`config.mk`:
```
export PLATFORM = sky130hd
export DESIGN_NAME = uart_frame_link
export DESIGN_NICKNAME = d
export VERILOG_FILES = /design/src/logic/uart_frame_pkg.sv /design/src/logic/uart_tx_serializer.sv /design/src/logic/uart_rx_sampler.sv /design/src/logic/tx_framer.sv /design/src/logic/rx_deframer.sv /design/src/logic/uart_frame_link.sv
export SDC_FILE = /design/constraint.sdc
export NUM_CORES = 1
export LEC_CHECK = 0
export ABC_AREA = 1
export BUFFER_PORTS_ARGS = -buffer_cell sky130_fd_sc_hd__buf_4
export CORE_ASPECT_RATIO = 1.4
export CORE_MARGIN = 8
export CORE_UTILIZATION = 50
export CTS_CLUSTER_SIZE = 16
export DETAILED_ROUTE_END_ITERATION = 10
export HOLD_SLACK_MARGIN = 0.08
export PLACE_DENSITY = 0.81
export SYNTH_ARGS = -nofsm -noshare
export SYNTH_HDL_FRONTEND = slang
export SYNTH_SLANG_ARGS = --single-unit
```
`constraint.sdc`:
```
create_clock -name sys_clk -period 4.56 [get_ports sys_clk]
set_input_delay 0.228 -clock sys_clk [delete_from_list [all_inputs] [get_ports sys_clk]]
set_output_delay 0.228 -clock sys_clk [all_outputs]
set_load 0.1 [all_outputs]
```
`src/logic/uart_frame_pkg.sv`:
```
/*
 * Shared constants and types of the "&&...&&" serial string link.
 * Content characters must never be "&" because no escaping exists.
 * MAX_CHARS sizes frame_t; LEN_W must hold 0 to MAX_CHARS.
 */
package uart_frame_pkg;

	// longest string carried by one frame
	localparam int MAX_CHARS = 16;

	// length field, 0 to MAX_CHARS inclusive
	localparam int LEN_W = 5;

	typedef logic [7:0] char_t;

	// delimiter sent twice before and twice after the content
	localparam char_t FRAME_MARK = 8'h26;

	// chars[0] is the first character on the line
	typedef struct packed {
		logic [LEN_W-1:0]      len;
		char_t [MAX_CHARS-1:0] chars;
	} frame_t;

	// one received byte, stop_err set when the stop bit was low
	typedef struct packed {
		logic  stop_err;
		char_t data;
	} rx_byte_t;

endpackage

```
`src/logic/uart_tx_serializer.sv`:
```
/*
 * 8N2 UART transmitter, LSB first, line high when idle.
 * ser_req is only legal while idle; ser_done follows the second stop bit.
 */
module uart_tx_serializer #(
	parameter int CLKS_PER_BIT = 868
) (
	input  logic                  sys_clk,
	input  logic                  sys_rst_n,
	input  uart_frame_pkg::char_t ser_data,
	input  logic                  ser_req,
	output logic                  uart_tx,
	output logic                  ser_done
);

	localparam int CNT_W = $clog2(CLKS_PER_BIT + 1);
	// start bit is index 0, second stop bit is index 10
	localparam logic [3:0] LAST_BIT = 4'd10;

	logic             busy;
	logic [CNT_W-1:0] clk_cnt;
	logic [3:0]       bit_idx;
	logic [9:0]       shift_q;
	logic             bit_end;

	assign bit_end = (clk_cnt == CNT_W'(CLKS_PER_BIT - 1));

	always_ff @(posedge sys_clk or negedge sys_rst_n) begin
		if (!sys_rst_n) begin
			busy     <= 1'b0;
			clk_cnt  <= '0;
			bit_idx  <= '0;
			uart_tx  <= 1'b1;
			ser_done <= 1'b0;
		end else begin
			ser_done <= 1'b0;
			if (!busy) begin
				if (ser_req) begin
					// start bit goes out on the next clock
					busy    <= 1'b1;
					clk_cnt <= '0;
					bit_idx <= '0;
					uart_tx <= 1'b0;
				end
			end else if (bit_end) begin
				clk_cnt <= '0;
				if (bit_idx == LAST_BIT) begin
					busy     <= 1'b0;
					ser_done <= 1'b1;
					uart_tx  <= 1'b1;
				end else begin
					bit_idx <= bit_idx + 4'd1;
					uart_tx <= shift_q[0];
				end
			end else begin
				clk_cnt <= clk_cnt + 1'b1;
			end
		end
	end

	// data bits then two stop bits, refilled with ones
	always_ff @(posedge sys_clk) begin
		if (!busy && ser_req) begin
			shift_q <= {2'b11, ser_data};
		end else if (busy && bit_end) begin
			shift_q <= {1'b1, shift_q[9:1]};
		end
	end

	// the framer waits for ser_done before it asks again
	assert property (@(posedge sys_clk) disable iff (!sys_rst_n)
		ser_req |-> !busy);

endmodule

```
`src/logic/uart_rx_sampler.sv`:
```
/*
 * 8N1 UART receiver with a two-flop synchronizer on uart_rx.
 * Bits are sampled mid-period; needs CLKS_PER_BIT of at least 4.
 * No back-pressure, each byte is a single-cycle strobe.
 */
module uart_rx_sampler #(
	parameter int CLKS_PER_BIT = 868
) (
	input  logic                     sys_clk,
	input  logic                     sys_rst_n,
	input  logic                     uart_rx,
	output uart_frame_pkg::rx_byte_t rx_byte,
	output logic                     rx_byte_vld
);
	import uart_frame_pkg::*;

	localparam int CNT_W = $clog2(CLKS_PER_BIT + 1);
	localparam int HALF  = CLKS_PER_BIT / 2;

	typedef enum logic [1:0] {S_IDLE, S_START, S_DATA, S_STOP} state_t;

	logic             rx_meta;
	logic             rx_sync;
	logic             rx_prev;
	state_t           state;
	logic [CNT_W-1:0] clk_cnt;
	logic [2:0]       bit_idx;
	char_t            shift_q;
	logic             half_hit;
	logic             full_hit;

	assign half_hit = (clk_cnt == CNT_W'(HALF - 1));
	assign full_hit = (clk_cnt == CNT_W'(CLKS_PER_BIT - 1));

	// line idles high
	always_ff @(posedge sys_clk or negedge sys_rst_n) begin
		if (!sys_rst_n) begin
			rx_meta <= 1'b1;
			rx_sync <= 1'b1;
			rx_prev <= 1'b1;
		end else begin
			rx_meta <= uart_rx;
			rx_sync <= rx_meta;
			rx_prev <= rx_sync;
		end
	end

	always_ff @(posedge sys_clk or negedge sys_rst_n) begin
		if (!sys_rst_n) begin
			state       <= S_IDLE;
			clk_cnt     <= '0;
			bit_idx     <= '0;
			rx_byte_vld <= 1'b0;
		end else begin
			rx_byte_vld <= 1'b0;
			clk_cnt     <= clk_cnt + 1'b1;
			case (state)
				S_IDLE: begin
					clk_cnt <= '0;
					if (rx_prev && !rx_sync) begin
						state <= S_START;
					end
				end
				S_START: begin
					// recheck at mid start bit, a high line was a glitch
					if (half_hit) begin
						clk_cnt <= '0;
						bit_idx <= '0;
						state   <= rx_sync ? S_IDLE : S_DATA;
					end
				end
				S_DATA: begin
					if (full_hit) begin
						clk_cnt <= '0;
						bit_idx <= bit_idx + 3'd1;
						if (bit_idx == 3'd7) begin
							state <= S_STOP;
						end
					end
				end
				S_STOP: begin
					if (full_hit) begin
						clk_cnt     <= '0;
						rx_byte_vld <= 1'b1;
						state       <= S_IDLE;
					end
				end
				default: state <= S_IDLE;
			endcase
		end
	end

	// lsb first
	always_ff @(posedge sys_clk) begin
		if (state == S_DATA && full_hit) begin
			shift_q <= {rx_sync, shift_q[7:1]};
		end
		if (state == S_STOP && full_hit) begin
			rx_byte.data     <= shift_q;
			rx_byte.stop_err <= !rx_sync;
		end
	end

	// a byte takes ten bit periods, so strobes can never touch
	assert property (@(posedge sys_clk) disable iff (!sys_rst_n)
		rx_byte_vld |=> !rx_byte_vld);

endmodule

```
`src/logic/tx_framer.sv`:
```
/*
 * Sends "&&", up to MAX_CHARS content bytes, then "&&" through the serializer.
 * The frame is captured on the accepted request; longer lengths are clamped.
 * A request while busy is dropped, nothing is queued.
 */
module tx_framer (
	input  logic                   sys_clk,
	input  logic                   sys_rst_n,
	input  uart_frame_pkg::frame_t tx_frame,
	input  logic                   tx_req,
	output logic                   tx_busy,
	output logic                   tx_done,
	output uart_frame_pkg::char_t  ser_data,
	output logic                   ser_req,
	input  logic                   ser_done
);
	import uart_frame_pkg::*;

	typedef enum logic [2:0] {
		S_IDLE, S_MARK1, S_MARK2, S_BODY, S_MARK3, S_MARK4, S_DONE
	} state_t;

	state_t           state;
	frame_t           frame_q;
	logic [LEN_W-1:0] idx;
	logic [LEN_W-1:0] len_in;
	logic             accept;

	assign tx_busy = (state != S_IDLE) && (state != S_DONE);
	assign accept  = tx_req && !tx_busy;
	assign len_in  = (tx_frame.len > LEN_W'(MAX_CHARS)) ? LEN_W'(MAX_CHARS) : tx_frame.len;

	// host may change tx_frame once the request is taken
	always_ff @(posedge sys_clk) begin
		if (accept) begin
			frame_q.len   <= len_in;
			frame_q.chars <= tx_frame.chars;
		end
	end

	// each state holds the byte in flight, ser_done moves on
	always_ff @(posedge sys_clk or negedge sys_rst_n) begin
		if (!sys_rst_n) begin
			state    <= S_IDLE;
			idx      <= '0;
			ser_req  <= 1'b0;
			ser_data <= '0;
			tx_done  <= 1'b0;
		end else begin
			ser_req <= 1'b0;
			tx_done <= 1'b0;
			case (state)
				S_IDLE, S_DONE: begin
					if (accept) begin
						state    <= S_MARK1;
						ser_req  <= 1'b1;
						ser_data <= FRAME_MARK;
					end else begin
						state <= S_IDLE;
					end
				end
				S_MARK1: begin
					if (ser_done) begin
						state    <= S_MARK2;
						ser_req  <= 1'b1;
						ser_data <= FRAME_MARK;
					end
				end
				S_MARK2: begin
					if (ser_done) begin
						ser_req <= 1'b1;
						if (frame_q.len == '0) begin
							// empty string gives "&&&&"
							state    <= S_MARK3;
							ser_data <= FRAME_MARK;
						end else begin
							state    <= S_BODY;
							ser_data <= frame_q.chars[0];
							idx      <= LEN_W'(1);
						end
					end
				end
				S_BODY: begin
					if (ser_done) begin
						ser_req <= 1'b1;
						if (idx == frame_q.len) begin
							state    <= S_MARK3;
							ser_data <= FRAME_MARK;
						end else begin
							ser_data <= frame_q.chars[idx];
							idx      <= idx + 1'b1;
						end
					end
				end
				S_MARK3: begin
					if (ser_done) begin
						state    <= S_MARK4;
						ser_req  <= 1'b1;
						ser_data <= FRAME_MARK;
					end
				end
				S_MARK4: begin
					if (ser_done) begin
						state   <= S_DONE;
						tx_done <= 1'b1;
					end
				end
				default: state <= S_IDLE;
			endcase
		end
	end

	// tx_done never fires from idle
	assert property (@(posedge sys_clk) disable iff (!sys_rst_n)
		tx_done |-> (state != S_IDLE));

endmodule

```
`src/logic/rx_deframer.sv`:
```
/*
 * Finds "&&content&&" in the received byte stream.
 * An "&" inside content is taken as the closing mark.
 * Stop errors, a bad closing mark or too much content drop the frame.
 */
module rx_deframer (
	input  logic                     sys_clk,
	input  logic                     sys_rst_n,
	input  uart_frame_pkg::rx_byte_t rx_byte,
	input  logic                     rx_byte_vld,
	output uart_frame_pkg::frame_t   rx_frame,
	output logic                     rx_busy,
	output logic                     rx_done
);
	import uart_frame_pkg::*;

	typedef enum logic [1:0] {S_IDLE, S_MARK2, S_BODY, S_CLOSE} state_t;

	state_t                state;
	logic [LEN_W-1:0]      cnt;
	char_t [MAX_CHARS-1:0] char_buf;
	logic                  good_byte;
	logic                  is_mark;
	logic                  wr_en;
	logic                  finish;

	assign good_byte = rx_byte_vld && !rx_byte.stop_err;
	assign is_mark   = (rx_byte.data == FRAME_MARK);
	assign wr_en     = good_byte && (state == S_BODY) && !is_mark &&
		(cnt < LEN_W'(MAX_CHARS));
	assign finish    = good_byte && (state == S_CLOSE) && is_mark;
	assign rx_busy   = (state != S_IDLE);

	always_ff @(posedge sys_clk or negedge sys_rst_n) begin
		if (!sys_rst_n) begin
			state <= S_IDLE;
			cnt   <= '0;
		end else if (rx_byte_vld) begin
			if (rx_byte.stop_err) begin
				state <= S_IDLE;
			end else begin
				case (state)
					S_IDLE: begin
						if (is_mark) begin
							state <= S_MARK2;
						end
					end
					S_MARK2: begin
						cnt   <= '0;
						state <= is_mark ? S_BODY : S_IDLE;
					end
					S_BODY: begin
						if (is_mark) begin
							state <= S_CLOSE;
						end else if (wr_en) begin
							cnt <= cnt + 1'b1;
						end else begin
							// one character too many
							state <= S_IDLE;
						end
					end
					// finished or discarded, back to hunting
					S_CLOSE: state <= S_IDLE;
					default: state <= S_IDLE;
				endcase
			end
		end
	end

	always_ff @(posedge sys_clk) begin
		if (wr_en) begin
			char_buf[cnt] <= rx_byte.data;
		end
	end

	// result held until the next good frame
	always_ff @(posedge sys_clk or negedge sys_rst_n) begin
		if (!sys_rst_n) begin
			rx_frame <= '0;
			rx_done  <= 1'b0;
		end else begin
			rx_done <= finish;
			if (finish) begin
				rx_frame.len <= cnt;
				for (int i = 0; i < MAX_CHARS; i++) begin
					// slots past the length read as zero
					rx_frame.chars[i] <= (i < cnt) ? char_buf[i] : '0;
				end
			end
		end
	end

	// stored length never exceeds the buffer
	assert property (@(posedge sys_clk) disable iff (!sys_rst_n)
		cnt <= LEN_W'(MAX_CHARS));

endmodule

```
`src/logic/uart_frame_link.sv`:
```
/*
 * Serial string link, "&&content&&" over an 8-bit LSB-first UART.
 * Transmit uses two stop bits, receive checks one.
 * CLKS_PER_BIT is sys_clk cycles per bit, 868 suits 100 MHz at 115200.
 */
module uart_frame_link #(
	parameter int CLKS_PER_BIT = 868
) (
	input  logic                   sys_clk,
	input  logic                   sys_rst_n,

	input  uart_frame_pkg::frame_t tx_frame,
	input  logic                   tx_req,
	output logic                   tx_busy,
	output logic                   tx_done,

	output uart_frame_pkg::frame_t rx_frame,
	output logic                   rx_busy,
	output logic                   rx_done,

	input  logic                   uart_rx,
	output logic                   uart_tx
);
	import uart_frame_pkg::*;

	// transmit path
	char_t    ser_data;
	logic     ser_req;
	logic     ser_done;

	// receive path
	rx_byte_t rx_byte;
	logic     rx_byte_vld;

	tx_framer i_tx_framer (
		.sys_clk   (sys_clk),
		.sys_rst_n (sys_rst_n),
		.tx_frame  (tx_frame),
		.tx_req    (tx_req),
		.tx_busy   (tx_busy),
		.tx_done   (tx_done),
		.ser_data  (ser_data),
		.ser_req   (ser_req),
		.ser_done  (ser_done)
	);

	uart_tx_serializer #(
		.CLKS_PER_BIT (CLKS_PER_BIT)
	) i_uart_tx_serializer (
		.sys_clk   (sys_clk),
		.sys_rst_n (sys_rst_n),
		.ser_data  (ser_data),
		.ser_req   (ser_req),
		.uart_tx   (uart_tx),
		.ser_done  (ser_done)
	);

	uart_rx_sampler #(
		.CLKS_PER_BIT (CLKS_PER_BIT)
	) i_uart_rx_sampler (
		.sys_clk     (sys_clk),
		.sys_rst_n   (sys_rst_n),
		.uart_rx     (uart_rx),
		.rx_byte     (rx_byte),
		.rx_byte_vld (rx_byte_vld)
	);

	rx_deframer i_rx_deframer (
		.sys_clk     (sys_clk),
		.sys_rst_n   (sys_rst_n),
		.rx_byte     (rx_byte),
		.rx_byte_vld (rx_byte_vld),
		.rx_frame    (rx_frame),
		.rx_busy     (rx_busy),
		.rx_done     (rx_done)
	);

endmodule

```
==> results of run 1 <==
-- metal layers --
metal  global-route usage, %  vias up  part of all wire (%)
met5                       0        -                     0
met4                    10.7        0                   4.8
met3                    5.07      149                   8.2
met2                    41.0      731                    52
met1                    23.9     6790                    35
li1                        -     6596                     -
-- path summary, 6_finish.rpt --
kind                                              start                          end  slack [ns]
max                        i_uart_rx_sampler.rx_byte[4]  i_rx_deframer.char_buf[104]        1.36
min                                              tx_req         i_tx_framer.state[0]        0.20
max reg2reg                i_uart_rx_sampler.rx_byte[4]  i_rx_deframer.char_buf[104]        1.36
min reg2reg                   i_uart_rx_sampler.rx_meta    i_uart_rx_sampler.rx_sync        0.36
max in group asynchronous                     sys_rst_n   i_rx_deframer.rx_frame[54]        3.24
min in group asynchronous                     sys_rst_n  i_rx_deframer.rx_frame[114]        0.36
-- worst register-to-register path, cell delays in order, from the launching register on --
cell	delay, ns
edfxtp_1	0.82
nor3_1	0.23
nand2_1	0.23
nand2_1	0.50
nor3_1	1.04
-- through the flow --
stage          hold WS (ns)  total power [mW]  instance area, um2  util (%)
2_1_floorplan       -0.0676              4.84               19000         -
3_3_place_gp          0.347              4.99               21500      57.4
3_5_place_dp          0.348              5.01               21500      57.4
4_1_cts               0.172              8.78               24400      64.9
5_1_grt               0.230              9.02               24400      64.9
6_report              0.196              8.77               24400      64.9
-- area by class of cell --
class / count / area (um2) / share of cell area [%]
diodes: 1 / 2.50 / 0.0103
clock inverters: 28 / 303 / 1.24
clock buffers: 49 / 1150 / 4.73
repair buffers: 419 / 3530 / 14.5
inverters: 161 / 607 / 2.49
flip-flops and latches: 481 / 13500 / 55.3
well taps: 473 / 592 / 2.43
multi-input cells: 1058 / 4700 / 19.3
-- cell usage after synthesis --
cell type / number
nor3_4: 1
inv_1: 158
nand4_1: 9
dfrtp_1: 191
edfxtp_1: 286
nand3_2: 1
clkbuf_1: 30
nor2_2: 2
buf_4: 1
o21ai_1: 4
a21oi_1: 16
o21a_1: 1
nor3_1: 27
nor2_1: 69
and3_1: 1
xnor2_1: 3
or2_2: 5
o22ai_1: 4
nor3b_4: 1
ha_1: 17
buf_6: 1
nand3_1: 91
xor2_1: 8
nor4_1: 3
and2_1: 1
nor4_4: 1
o211ai_1: 3
clkinv_1: 1
buf_2: 26
nand2_1: 629
dfstp_2: 4
o21ai_0: 159
inv_2: 2
o21bai_2: 1
nor3_2: 1
-- what timing repair did --
action / 4_1_cts / 5_1_grt
hold buffers: 135 / 0
setup buffers: 0 / 0
hold endpoints to repair: 241 / 0
-- cell usage in the layout, fill, tap and decap left out, drive strengths merged --
master and n:
clkinv 19, nand3 92, dfrtp 191, o211ai 3, a21oi 16, o21a 1
xor2 8, diode 1, and2 1, clkbuf 50, nor3b 1, nand4 9
o21bai 1, and3 1, buf 283, or2 5, bufinv 5, nand2 629
dfstp 4, edfxtp 286, nor4 4, inv 163, o22ai 4, nor3 29
dlygate4sd3 135, nor2 71, ha 17, xnor2 3, o21ai 163, clkinvlp 2
-- state kept, by name, summed over array words and instances, names as in the netlist, 2 cells and up, named ones only --
register and flops:
i_rx_deframer.cnt 5, i_uart_rx_sampler.rx_byte 9, i_uart_rx_sampler.clk_cnt 10, i_rx_deframer.state 2, i_tx_framer.state 3, i_uart_tx_serializer.clk_cnt 10
i_tx_framer.idx 5, i_uart_rx_sampler.shift_q 8, i_rx_deframer.rx_frame 133, i_uart_tx_serializer.shift_q 8, i_uart_rx_sampler.bit_idx 3, i_uart_tx_serializer.bit_idx 4
i_tx_framer.frame_q 133, i_rx_deframer.char_buf 128, i_tx_framer.ser_data 8
-- logic make-up after synthesis --
family / count (synthesis) / share of synthesized area (%)
buffers and inverters: 219 / 4.55
adder cells (fa/ha/maj): 17 / 1.12
XOR/XNOR: 11 / 0.506
AO/OA/AOI/OAI: 188 / 5.06
AND/OR/NAND/NOR: 842 / 18.0
flip-flops: 481 / 70.8
-- report_power, final --
group | internal [mW] | switching [mW] | leakage (nW)
clock network | 2.12 | 1.63 | 0.716
registers | 4.62 | 0.0217 | 5.24
logic | 0.202 | 0.187 | 4.59
==> run metrics, run 1 <==
Overall Global Routing Usage=approximately 22%; Worst-path clk slew=0.07 ns; CTS tree=built; Slew Limit Fails=0; CTS resizes=0; Initial Utilization=50.7%; max-capacitance violation count=0; GRT overflow=0; VDD IR-drop max=0.340 mV; pin count of the biggest net entering global routing=139; fill cell count=about 2,600; actual slew at the worst max-slew pin=about 1.1 ns; post-route setup TNS=0 ns; Place WS=1.36 ns; worst setup margin=approximately 1.4 ns; slew margin rel.=between 20% and 30%; initial antenna violation count=1; Layout Skew=0.0198 ns; Cell Pwr Density=approximately 360 nW/um2; Post-Syn Instances=1,758; final-report hold violation count=0; final WL=50,300 um; outcome=finished, final reports clean; DPL Wire Length=30,600 um; Yosys top cell area share=45.1%; layout cells sized above 1=17.0%; vias in the first global route=around 15,000; WP data required=4.72 ns; CP max-delay cell=nor3_1; WP depth=4; period utilisation layout=70.2%; I/O Buffers=274; Vias=approximately 14,000; Cell variety after synth=35; first-pass GRT wire length=just under 80,000 um; arrival time at the worst endpoint=about 3.4 ns; Startpoint Class=flop; Hold WC Path Type=in -> reg; Layout Area Growth over Synthesis=28.0%; CP Max Fanout=20; Layout Cells excl Fill=2,670; worst path cell trace=nor3_1, nand2_1, nand2_1, nor3_1; Die Footprint=44,600 um2; WP buf/inv=0; root buf cell=clkbuf_16; RD Place Congestion=about 0.88; crit path capture type=flop; delay-heaviest family, CP=simple AND/OR/NAND/NOR gates; Die X=181 um; Antenna Violating Nets Remaining=0; Syn. warnings=0; syn_area_per_cell=10.8 um2; vias per inst=5.34; Mapped Area=19,000 um2; setup violators final=0; DRC marker count from the first detailed-route iteration=1,083; reg2reg path depth=4; clk buf depth=3; total CTS buffers=44; H-tree Lvls=2; Area contributors post-synth=edfxtp_1 45%, dfrtp_1 25%, nand2_1 12%; Inst Count DP=2,457; Core Area=approximately 38,000 um2; Largest stage delay, worst path=1.03 ns; RSZ-0062 raised after global routing=no; sequential-to-total area share from yosys stat=a little over two thirds; Setup CP Type=reg -> reg; Die Y=247 um; max frequency=0.312 GHz; CTS Sinks=481; worst hold stages=5; minimum clock period=3.20 ns; drc violations=0; routed len/inst=18.9 um; Synth Register Bits=481; TritonRoute pass-1 iters=7; top-level I/O count=275; Pleak=between 10 and 15 nW; nets@finish=2,319; Post-Syn Nets=roughly 1,900; row cnt=84; area leader, netlist=edfxtp_1; Worst-Skew Late Latency=between 0.5 and 0.6 ns
No activity file was read; power rests on OpenSTA's default activity.
==> inputs of run 2 (changes only) <==
- clock period: 4.56 -> 3.1 ns (I/O delays scaled with it)
==> run metrics, run 2 (synthesis results as in run 1) <==
setup violators final=0; most common cell after layout, fill and taps aside=nand2_1; top-level I/O count=around 280; minimum clock period=approximately 2.6 ns; most frequent CP cell=inv_1; slew margin rel.=between 10% and 20%; RD Place Congestion=0.945; CP Max Fanout=12; Layout Skew=~0.022 ns; Pleak=roughly 11 nW; post-route setup TNS=0 ns; vias per inst=roughly 5.4; nets@finish=2,341; Reg-to-Reg End=i_rx_deframer.char_buf[14]; CP max-delay cell=nor3_1; VDD IR-drop max=0.599 mV; reg2reg path depth=5; crit path from=i_rx_deframer.cnt[4]; routed len/inst=18.7 um; flop-to-flop setup slack=0.52 ns; Die Y=247 um; CTS tree=built; max frequency=between 0.3 and 0.4 GHz; WP data required=3.26 ns; commonest cells after routing, fill and taps aside=629 x nand2_1, 293 x buf_4, 286 x edfxtp_1; layout cells sized above 1=17.7%; fin util=65.6%; Initial Utilization=about half; first-pass GRT wire length=79,400 um; period utilisation layout=roughly 83%; final-report hold violation count=0; vias in the first global route=14,923; Overall Global Routing Usage=22.3%; TritonRoute pass-1 iters=5; outcome=finished, final reports clean; RSZ-0062 raised after global routing=no; Die Footprint=between 40,000 and 50,000 um2; actual slew at the worst max-slew pin=~1.2 ns; Cell Pwr Density=524 nW/um2; biggest regs=i_rx_deframer.rx_frame: 133 flops, i_tx_framer.frame_q: 133 flops, i_rx_deframer.char_buf: 128 flops; post-CTS setup buffers=0; max-capacitance violation count=0; DPL Wire Length=31,000 um; Layout Area Growth over Synthesis=29.3%; Hold WC Path Type=in -> async; Antenna Violating Nets Remaining=0; clk buf depth=3; root buf cell=clkbuf_16; Die X=181 um; Startpoint Class=flop; Core Area=37,500 um2; Worst-Skew Late Latency=between 0.5 and 0.6 ns; pin count of the biggest net entering global routing=78; GRT overflow=0; I/O Buffers=274; worst path cell trace=nor2_2, inv_1, nor2_1, inv_1, nor3_1; total CTS buffers=44; Vias=14,450; cts hold-fix bufs=137; DRC marker count from the first detailed-route iteration=roughly 1,200; crit path capture type=flop; drc violations=0; Worst-path clk slew=0.06 ns; Largest stage delay, worst path=0.87 ns; Setup CP Type=reg -> reg; H-tree Lvls=2; CTS resizes=0; Slew Limit Fails=0; CTS Sinks=481; row cnt=84; initial antenna violation count=1; final WL=50,300 um; arrival time at the worst endpoint=between 2 and 3 ns; worst r2r src=i_rx_deframer.cnt[4]
==> run 2: cell types whose count changed in the layout (fill, tap and decap cells not counted), moves of 3 or more <==
cell / before / now
buf_12: 3 / 9
buf_4: 280 / 293
clkbuf_1: 3 / 10
clkbuf_8: 2 / 6
clkinv_1: 7 / 4
clkinv_2: 9 / 6
==> run 2: worst max path at each step <==
stage,slack (ns),cells after the start,to
after floorplan,-0.04,5,i_tx_framer.frame_q[0]
after global placement,0.67,5,i_rx_deframer.char_buf[0]
after detailed placement,0.55,5,i_rx_deframer.char_buf[14]
after CTS,0.50,5,i_rx_deframer.char_buf[8]
after global routing,0.29,5,i_rx_deframer.char_buf[14]
final,0.52,5,i_rx_deframer.char_buf[14]
==> run 2: layer usage <==
layer	track usage [%]	up-vias	routed length (um)
li1	-	6635	-
met1	23.8	6900	17800
met2	41.4	754	26100
met3	4.91	161	3980
met4	10.7	0	2420
met5	0	-	0
==> run 2: report_power, final <==
part,switching (mW),internal [mW]
clock network,2.35,3.15
logic,0.269,0.301
registers,0.0290,6.79
total,2.64,10.2
==> run 2: area by class of cell <==
| cell class | count | area [um2] |
|---|---|---|
| multi-input combinational | 1058 | 4700 |
| sequential | 481 | 13500 |
| clock inverter | 18 | 231 |
| tap | 473 | 592 |
| antenna | 2 | 5.00 |
| inverter | 161 | 608 |
| fill | 2471 | 12900 |
| clock buffer | 60 | 1230 |
| timing repair buffer | 441 | 3770 |
==> run 2: worst max-delay path: cells and delay by family (launching register included) <==
family / cells / cell delay (ns)
buffers and inverters: 2 / 0.35
flip-flops: 1 / 0.43
AND/OR/NAND/NOR: 3 / 1.39
==> run 2: per-stage QoR <==
step                      hold WS [ns]  power [mW]  instances  instance area, um2  setup WS (ns)
after floorplan                 -0.141        7.12       1758               19000        -0.0433
after global placement           0.221        7.35       2476               21800          0.674
after detailed placement         0.226        7.37       2476               21800          0.554
after CTS                        0.193        12.9       2691               24600          0.496
after global routing             0.225        13.3       2693               24600          0.292
final                            0.200        12.9       2694               24600          0.523
